--- config.mk ---
export PLATFORM = sky130hd
export DESIGN_NAME = issue_dispatch
export DESIGN_NICKNAME = d
export VERILOG_FILES = /design/src/source/alu_pkg.sv /design/src/source/issue_dispatch.sv
export SDC_FILE = /design/constraint.sdc
export NUM_CORES = 1
export LEC_CHECK = 0
export BUFFER_PORTS_ARGS = -buffer_cell sky130_fd_sc_hd__buf_2
export CAP_MARGIN = 15
export CORE_AREA = 5 5 275 277
export DETAILED_ROUTE_END_ITERATION = 8
export DIE_AREA = 0 0 280 282
export PLACE_DENSITY = 0.3
export SYNTH_ARGS = -nofsm -noshare
export SYNTH_HDL_FRONTEND = slang
export SYNTH_SLANG_ARGS = --single-unit
export TNS_END_PERCENT = 5
--- constraint.sdc ---
create_clock -name clk -period 2.1 [get_ports clk]
set_clock_uncertainty 0.2 [all_clocks]
set_input_delay 0.42 -clock clk [delete_from_list [all_inputs] [get_ports clk]]
set_output_delay 0.42 -clock clk [all_outputs]
set_load 0.03 [all_outputs]
--- src/source/alu_pkg.sv ---
package alu_pkg;

  localparam int DATA_W  = 64;
  localparam int SHAMT_W = 6;

  typedef logic [DATA_W-1:0] data_t;
  typedef logic [2:0]        opcode_t;
  typedef logic [3:0]        cond_t;

  localparam opcode_t OP_ADD = 3'd0;
  localparam opcode_t OP_SUB = 3'd1;
  localparam opcode_t OP_AND = 3'd2;
  localparam opcode_t OP_OR  = 3'd3;
  localparam opcode_t OP_XOR = 3'd4;
  localparam opcode_t OP_SHL = 3'd5;
  localparam opcode_t OP_SHR = 3'd6;
  localparam opcode_t OP_SRA = 3'd7;

  // condition codes, tested against flags_in
  localparam cond_t COND_AL = 4'd0;
  localparam cond_t COND_NV = 4'd1;
  localparam cond_t COND_EQ = 4'd2;
  localparam cond_t COND_NE = 4'd3;
  localparam cond_t COND_CS = 4'd4;
  localparam cond_t COND_CC = 4'd5;
  localparam cond_t COND_MI = 4'd6;
  localparam cond_t COND_PL = 4'd7;
  localparam cond_t COND_VS = 4'd8;
  localparam cond_t COND_VC = 4'd9;
  localparam cond_t COND_HI = 4'd10;
  localparam cond_t COND_LS = 4'd11;
  localparam cond_t COND_GE = 4'd12;
  localparam cond_t COND_LT = 4'd13;
  localparam cond_t COND_GT = 4'd14;
  localparam cond_t COND_LE = 4'd15;

  typedef struct packed {
    logic carry;
    logic overflow;
    logic negative;
    logic zero;
  } flags_t;

  typedef struct packed {
    opcode_t op;
    cond_t   cond;
    data_t   a;
    data_t   b;
    flags_t  flags_in;
  } alu_req_t;

  typedef struct packed {
    data_t  result;
    flags_t flags;
    logic   executed;
  } alu_resp_t;

endpackage

--- src/source/issue_dispatch.sv ---
module issue_dispatch #(
  parameter int N_LANES = 4
) (
  input  logic                                clk,
  input  logic                                rst,
  input  logic                                in_valid,
  input  alu_pkg::alu_req_t                   in_req,
  output logic                                in_ready,
  output logic [N_LANES-1:0]                  lane_valid,
  output alu_pkg::alu_req_t [N_LANES-1:0]     lane_req,
  input  logic [N_LANES-1:0]                  lane_ready
);

  // one bit minimum so a single lane still elaborates
  localparam int PTR_W = (N_LANES > 1) ? $clog2(N_LANES) : 1;

  logic [PTR_W-1:0] issue_ptr;
  logic [PTR_W-1:0] issue_ptr_next;
  logic             issue_fire;

  assign in_ready   = lane_ready[issue_ptr];
  assign issue_fire = in_valid && in_ready;

  always_comb begin
    if (issue_ptr == PTR_W'(N_LANES - 1)) begin
      issue_ptr_next = '0;
    end else begin
      issue_ptr_next = issue_ptr + 1'b1;
    end
  end

  // only the selected lane sees valid
  always_comb begin
    for (int i = 0; i < N_LANES; i++) begin
      lane_valid[i] = in_valid && (issue_ptr == PTR_W'(i));
      lane_req[i]   = in_req;
    end
  end

  always_ff @(posedge clk) begin
    if (rst) begin
      issue_ptr <= '0;
    end else if (issue_fire) begin
      issue_ptr <= issue_ptr_next;
    end
  end

endmodule

==> flow_summary.ini <==
[sta]
setup_violations = 0
slew_viol_final = 0
rsz0062_at_grt = no
finalCritPeriodShare_pct = 94.5
tns_ns = 0
hold_slack_ns = 0.221
fmax_ghz = 0.504
tightestPinTransition_ns = 0.324
hold_violations = 0
period_needed_ns = 1.98
relSlewSlack_pct = 78.6

[synth]
syn-cell-area_um2 = 4390
synth.net_count = 727
ys_seq_area_share_pct = 0.913
syn_inst = 577
synth.distinct_cells = 11
ys_seq_elements = 2
syn_avg_cell_area_um2 = 7.60
yosys_warnings = 0

[worst_setup_path]
path_class = flip-flop to output port
crit_arrival_ns = 1.36
required_ns = 1.48
crit_fanout = 6
cp-end-kind = output port
worstSetupStartpointType = flip-flop
rrSetupSlack_ns = 0.54

[job]
drv_cap = 0

[final_layout]
fill_cells = 8775
final_cell_count_no_fill = 995
largest_reg_flops = 2
regMostFlops = issue_ptr
final_nets = 187
area_delta_synth_final_pct = -64.7
reg.largest.list = issue_ptr (2)
drive_gt1_share_pct = 54.3

[global_routing]
grt.total_usage_pct = 2.78
overflow = 0
grt_pass1_wl_um = 13600
grt_pass1_vias = 890
grt_max_degree = 9
antenna_found_initial = 1

[pwr]
p_sw_share_pct = 23.0
p_int_mw = 0.306
seq_power_share_pct = 11.5
leakagePower_nw = 0.180
totalPowerFinal_mw = 0.397
p_comb_share_pct = 15.2
p_per_area_nw_per_um2 = 256
ir_drop_v = 0.000468
clockPowerShare_pct = 73.3
power.switching_mw = 0.0913

[floorplan]
dieArea_um2 = 79000
die_w_um = 280
fp-row-count = 99
io_pins = 707
start_util_pct = 6.04
core_area_um2 = 72600
die_height_um = 282

[clock_tree]
post_cts_buffers = 0
clock-root-buffer = clkbuf_16
clk_pin_slew_worst_paths_ns = 0.03
cts_tree = yes
insertion_delay_ns = 0.22
htreeDepth = 1
clockBufferDepth = 2
cts_made_buffers = 3
cts.sinks = 2

[routing]
routed_wirelength_um = 12200
wl_per_cell_um = 12.3
firstDrtPassIters = 3
drc = 0
drt_first_iter_violations = 45
antenna_left = 0
vias_per_cell = 0.741
vias = 737

[placed_design]
gp_congestion = 0.519
portBuffers = 11
dp_cells = 991

[run_status]
status = completed

[min_path]
min_path_type = input pin to flip-flop
-- kinds of logic after synthesis --
kind of cell	Yosys count	synth area share, %
adder cells (fa/ha/maj)	4	1.14
multiplexers	3	1.03
flip-flops	2	0.913
AND/OR/NAND/NOR	4	0.570
buffers and inverters	560	95.5
AO/OA/AOI/OAI	4	0.856
-- per-layer routing --
metal | vias up | wire length, µm | global-route usage [%]
met4 | 0 | 2530 | 5.08
li1 | 107 | - | -
met5 | - | 0 | 0
met2 | 282 | 4960 | 4.10
met3 | 201 | 4150 | 4.01
met1 | 147 | 581 | 0.324
-- cell usage in the layout (no fill, tap or decap), types with 2 or more instances in the layout --
| cell type | synthesis | layout |
|---|---|---|
| and2_1 | 4 | 4 |
| clkbuf_16 | 0 | 3 |
| mux2_2 | 2 | 2 |
| inv_1 | 4 | 4 |
| buf_2 | 0 | 10 |
| ha_1 | 4 | 4 |
-- what timing repair did --
item	CTS	global route
resized for setup	1	1
hold buffers	0	0
endpoints found under the hold margin	0	0
setup endpoints to repair	1	1
-- cells in the mapped netlist (all sizes together) --
cell type / number / area, µm²
mux4: 1 / 22.5
a311oi: 1 / 8.76
dfxtp: 2 / 40.0
buf: 556 / 4170
a31oi: 1 / 6.26
a211oi: 1 / 12.5
mux2: 2 / 22.5
ha: 4 / 50.1
a41o: 1 / 10.0
and2: 4 / 25.0
inv: 4 / 15.0
-- metrics by stage --
| step | util (%) | area (µm²) | setup slack [ns] |
|---|---|---|---|
| 3_5_place_dp | 2.02 | 1470 | 0.223 |
| 2_1_floorplan | - | 4390 | 0.433 |
| 4_1_cts | 2.13 | 1550 | 0.0254 |
| 3_3_place_gp | 2.02 | 1470 | 0.229 |
| 6_report | 2.13 | 1550 | 0.116 |
| 5_1_grt | 2.13 | 1550 | 0.00594 |
-- cell type report --
cell class	instances	area, µm²	share of cell area, %
antenna	1	2.50	0.162
inverter	4	15.0	0.969
timing repair buffer	11	57.6	3.72
clock buffer	3	75.1	4.85
multi-input combinational	15	158	10.2
sequential	2	41.3	2.67
tap	959	1200	77.5
-- critical path: stages, from the launching register on --
cell and delay, ns:
dfxtp_1 0.43, inv_1 0.13, ha_1 0.19, and2_1 0.18, buf_4 0.20
-- power groups by stage --
stage / Sequential [mW] / Combinational, mW / Clock (mW)
global route: 0.0465 / 0.0708 / 0.303
finish: 0.0458 / 0.0603 / 0.291
global placement: 0.0461 / 0.0651 / 0
floorplan: 0.0450 / 2.01 / 0
CTS: 0.0456 / 0.0670 / 0.299
detailed placement: 0.0460 / 0.0653 / 0
-- worst paths after layout --
check	from	cells after the start	to
max	issue_ptr[1]$_SDFFE_PP0P_	4	lane_valid[0]
min	rst	2	issue_ptr[0]$_SDFFE_PP0P_
max reg2reg	issue_ptr[0]$_SDFFE_PP0P_	3	issue_ptr[1]$_SDFFE_PP0P_
min reg2reg	issue_ptr[0]$_SDFFE_PP0P_	1	issue_ptr[0]$_SDFFE_PP0P_
Power figures use the tool's default switching activity.
