### src/source/alu_pkg.sv
package alu_pkg;

  localparam int DATA_W  = 64;
  localparam int SHAMT_W = 6;

  typedef logic [DATA_W-1:0] data_t;
  typedef logic [2:0]        opcode_t;
  typedef logic [3:0]        cond_t;

  localparam opcode_t OP_ADD = 3'd0;
  localparam opcode_t OP_SUB = 3'd1;
  localparam opcode_t OP_AND = 3'd2;
  localparam opcode_t OP_OR  = 3'd3;
  localparam opcode_t OP_XOR = 3'd4;
  localparam opcode_t OP_SHL = 3'd5;
  localparam opcode_t OP_SHR = 3'd6;
  localparam opcode_t OP_SRA = 3'd7;

  // condition codes, tested against flags_in
  localparam cond_t COND_AL = 4'd0;
  localparam cond_t COND_NV = 4'd1;
  localparam cond_t COND_EQ = 4'd2;
  localparam cond_t COND_NE = 4'd3;
  localparam cond_t COND_CS = 4'd4;
  localparam cond_t COND_CC = 4'd5;
  localparam cond_t COND_MI = 4'd6;
  localparam cond_t COND_PL = 4'd7;
  localparam cond_t COND_VS = 4'd8;
  localparam cond_t COND_VC = 4'd9;
  localparam cond_t COND_HI = 4'd10;
  localparam cond_t COND_LS = 4'd11;
  localparam cond_t COND_GE = 4'd12;
  localparam cond_t COND_LT = 4'd13;
  localparam cond_t COND_GT = 4'd14;
  localparam cond_t COND_LE = 4'd15;

  typedef struct packed {
    logic carry;
    logic overflow;
    logic negative;
    logic zero;
  } flags_t;

  typedef struct packed {
    opcode_t op;
    cond_t   cond;
    data_t   a;
    data_t   b;
    flags_t  flags_in;
  } alu_req_t;

  typedef struct packed {
    data_t  result;
    flags_t flags;
    logic   executed;
  } alu_resp_t;

endpackage

### src/source/result_collector.sv
module result_collector #(
  parameter int N_LANES = 4
) (
  input  logic                                clk,
  input  logic                                rst,
  input  logic [N_LANES-1:0]                  resp_valid,
  input  alu_pkg::alu_resp_t [N_LANES-1:0]    resp,
  output logic [N_LANES-1:0]                  resp_ready,
  output logic                                out_valid,
  output alu_pkg::alu_resp_t                  out_resp,
  input  logic                                out_ready
);

  localparam int PTR_W = (N_LANES > 1) ? $clog2(N_LANES) : 1;

  logic [PTR_W-1:0] drain_ptr;
  logic [PTR_W-1:0] drain_ptr_next;
  logic             drain_fire;

  // follows the issue order, so no tags are needed
  assign out_valid  = resp_valid[drain_ptr];
  assign out_resp   = resp[drain_ptr];
  assign drain_fire = out_valid && out_ready;

  always_comb begin
    if (drain_ptr == PTR_W'(N_LANES - 1)) begin
      drain_ptr_next = '0;
    end else begin
      drain_ptr_next = drain_ptr + 1'b1;
    end
  end

  // other lanes keep their results until their turn
  always_comb begin
    for (int i = 0; i < N_LANES; i++) begin
      resp_ready[i] = out_ready && (drain_ptr == PTR_W'(i));
    end
  end

  always_ff @(posedge clk) begin
    if (rst) begin
      drain_ptr <= '0;
    end else if (drain_fire) begin
      drain_ptr <= drain_ptr_next;
    end
  end

endmodule

### config.mk
export PLATFORM = sky130hd
export DESIGN_NAME = result_collector
export DESIGN_NICKNAME = d
export VERILOG_FILES = /design/src/source/alu_pkg.sv /design/src/source/result_collector.sv
export SDC_FILE = /design/constraint.sdc
export NUM_CORES = 1
export LEC_CHECK = 0
export ABC_CLOCK_PERIOD_IN_PS = 4100
export BUFFER_PORTS_ARGS = -buffer_cell sky130_fd_sc_hd__clkbuf_2
export CORE_AREA = 10 10 131 133
export CTS_CLUSTER_SIZE = 16
export DETAILED_ROUTE_END_ITERATION = 12
export DIE_AREA = 0 0 141 143
export PLACE_DENSITY = 0.42
export REMOVE_ABC_BUFFERS = 1
export SLEW_MARGIN = 20
export SYNTH_ARGS = -nofsm -noshare
export SYNTH_HDL_FRONTEND = slang
export SYNTH_SLANG_ARGS = --single-unit
### constraint.sdc
create_clock -name clk -period 4.1 [get_ports clk]
set_input_delay 0.41 -clock clk [delete_from_list [all_inputs] [get_ports clk]]
set_output_delay 0.41 -clock clk [all_outputs]
set_load 0.05 [all_outputs]
==> results <==
- Of the cells placed in the final design, the portion with a size suffix greater than 1 is 0.967.
- The critical path start-end classification is reg -> out.
- In this run the clock root is driven by a clkbuf_16.
- The fraction of the mapped netlist area in compound gates is 0.0203.
- The first detailed-routing pass ran for 4 iterations.
- The estimated wirelength of the detail-placed design is 12700 microns.
- Entering global routing, the biggest net connects 76 pins.
- The initial utilization of the core area, before any placement, comes to 0.128.
- After technology mapping, the gate count stands at 106.
- The main combinational cell family by area after synthesis is multiplexers.
- Ranked by flip-flop count, first place goes to drain_ptr.
- Adding up every negative setup slack in the final design gives 0 ns.
- The post-CTS resize count is 0.
- The total clock sinks is 2.
- The first global-routing pass estimated 19900 microns of wire.
- The via count of the first global-routing pass is 3347.
- The final RePlAce weighted congestion is 0.869.
- Port buffering added 356 buffers.
- Setup repair after global routing left no endpoint under its margin.
- The count of hold buffers inserted by post-cts repair is 0.
- The total global routing track utilization is 0.123.
- Summing all multi-input logic gate instances after layout gives 1710 sq um.
- In this run the horizontal extent of the chip is 141 microns.
- The total of endpoints with negative setup slack in the final report is 0.
- The share of the Yosys chip area taken by registers is 0.0217.
- The highest ir drop seen on vdd is 0.000121 V.
- TritonCTS built the clock tree.
- The arrival time at the worst endpoint is 2.05 ns.
- The clock transition at the registers of the reported paths is 0.03 ns.
- In this run the deepest clock path goes through 2 buffers.
- The number of synthesized register bits is 2.
- Of the total synthesized cell area, the portion taken by full adders, half adders and majority gates is 0.0271.
- The synthesized area is 1850 sq um.
- The site row count is 44.
- The number of antenna diodes in the final layout is 0.
- The xor and xnor area share after synthesis is 0.
- The number of filler instances in the final layout is 1557.
- The final critical-path share of the clock period is 0.599.
- Yosys attributes the largest share of cell area to mux4_2 (85%), ha_1 (2.7%), buf_2 (2.4%), dfxtp_1 (2.2%), and2_1 (1.4%).
- The register area is 47.5 sq um.
- The data required time of the critical path is 3.69 ns.
- In this run the worst path has a maximum fanout of 33.
- The maximum level of the CTS H-tree is 1.
- The run finished with clean final reports.
- The source-to-sink clock delay at the later pin of the worst-skew pair is 0.22 ns.
- The post-CTS setup buffer count is 0.
- The mean area per synthesized cell is 17.4 sq um.
- The overall die height is 143 microns.
- The total power per unit cell area is 232 nW/um^2.
- The share of synthesized area in the top cell type comes to 0.854.
- For this design the top-level I/O count stands at 357.
- In the final layout, the registers with the most flip-flops are drain_ptr: 2 flops.
- The total routed wirelength is 13400 microns.
- After detailed placement, the design holds a cell count of 632.
- The count of cells in the finished layout, fillers not included, comes to 635.
- Counting I/O delays and the setup requirement, the final critical path takes 2.46 ns.
- The placeable core area is 14400 sq um.
- The number of maximum-capacitance constraint violations is 0.
- Measured on the finished design, the core utilization comes to 0.270.
- After synthesis, the share of cell area in mux cells is 0.866.
- The number of max-slew violations in the final report was 0.
- The nature of the critical path startpoint is a register.
- The worst pin sits at a relative slew slack of 0.305.
- Of the total synthesized cell area, the portion taken by AND, OR, NAND and NOR gates is 0.0136.
- The floorplan step defined a die boundary enclosing 20200 sq um.
- For this run, the top clock speed supported by timing is 407 MHz.
- The number of failing hold endpoints at the final stage is 0.
- The number of antenna violations at the first check in global routing is 0.
- In the final design database the tool counted 740 nets.
- The residual DRC count is 0.
- The number of violations reported at the end of detailed-routing iteration 0 is 66.
- The total number of vias is 2733.
- The count of nets left with antenna violations once routing finished came out at 0.
- The number of buffers added by the clock tree synthesis step is 3.
- The worst clock skew is 0.000299 ns.
- The routed length per placed instance is 21.2 microns.
- After synthesis, the netlist uses 13 different library cells.
- The cell type with the highest aggregate area in the netlist is mux4_2.
- The transition at the pin with the smallest max-transition slack is 1.04 ns.
- The register with the most flip-flops in the layout has 2 of them.
- After detailed routing, the number of vias per cell comes to 4.30.
- The tightest min-delay check is of the in -> reg type.
- The signed area change from the synthesized netlist to the final layout is 111%.
- During synthesis, Yosys emitted a total of 0 warnings.
- The standby leakage power is 1.99 nW.
- The endpoint class of the critical path is an output pin.
- The overall overflow remaining after global route is 0.
==> area by class of cell <==
class / count / area share
timing repair buffer: 358 / 0.465
multi-input combinational: 84 / 0.440
tap: 184 / 0.0592
clock buffer: 3 / 0.0193
sequential: 2 / 0.0122
inverter: 4 / 0.00386
==> cell usage after synthesis (all sizes together) <==
| master | instances |
|---|---|
| buf | 10 |
| mux4 | 70 |
| inv | 4 |
| clkbuf | 6 |
| a211oi | 1 |
| mux2 | 2 |
| a311oi | 1 |
| a31oi | 1 |
| a41o | 1 |
| ha | 4 |
| dfxtp | 2 |
| and2 | 4 |
==> final timing paths <==
check	cells after the start	end	slack [ns]	start
worst max-delay path	3	out_resp[30]	1.64	drain_ptr[0]$_SDFFE_PP0P_
worst min-delay path	2	drain_ptr[0]$_SDFFE_PP0P_	0.41	rst
worst max register to register	3	drain_ptr[0]$_SDFFE_PP0P_	2.23	drain_ptr[1]$_SDFFE_PP0P_
worst min register to register	1	drain_ptr[0]$_SDFFE_PP0P_	0.53	drain_ptr[0]$_SDFFE_PP0P_
==> per-stage QoR <==
stage	hold WS [ns]	area, sq um	setup slack, ns	power, mW
2_1_floorplan	0.482	1770	-0.216	0.520
3_5_place_dp	0.537	3810	1.84	0.769
4_1_cts	0.408	3890	1.60	0.918
6_report	0.407	3890	1.64	0.903
3_3_place_gp	0.530	3810	1.86	0.761
5_1_grt	0.415	3890	1.47	0.947
==> routing by layer <==
layer | up-vias | wire length, microns | part of all wire | GRT usage
met5 | - | 0 | 0 | 0
li1 | 1211 | - | - | -
met3 | 4 | 1610 | 0.12 | 0.0544
met1 | 1306 | 4720 | 0.35 | 0.128
met2 | 212 | 7070 | 0.53 | 0.230
met4 | 0 | 47 | 0.0035 | 0.0120
==> cells in the final DEF (no fill, tap or decap) <==
master     instances
a311oi_1           1
a211oi_2           1
clkbuf_2         356
inv_1              4
mux4_2            70
clkbuf_16          3
buf_4              1
mux2_2             2
buf_12             1
a41o_1             1
a31oi_1            1
ha_1               4
and2_1             4
dfxtp_4            2
==> worst max-delay path: stages, from the launching register on <==
cell	delay [ns]
dfxtp_4	0.39
buf_4	0.53
mux4_2	0.61
clkbuf_2	0.26
==> cells by family (layout without fill, tap and decap cells) <==
family | count (synthesis) | count (layout)
simple gates | 4 | 4
fa+ha+maj | 4 | 4
buf+inv | 20 | 365
mux | 72 | 72
compound gates | 4 | 4
flops | 2 | 2
==> where the power goes <==
group	total, mW	switching, mW	internal [mW]
Clock	0.145	0.0213	0.124
Sequential	0.0367	0.0160	0.0207
Combinational	0.721	0.442	0.278
Total	0.903	0.479	0.423
Note: power is estimated with default switching activity, not from simulation.
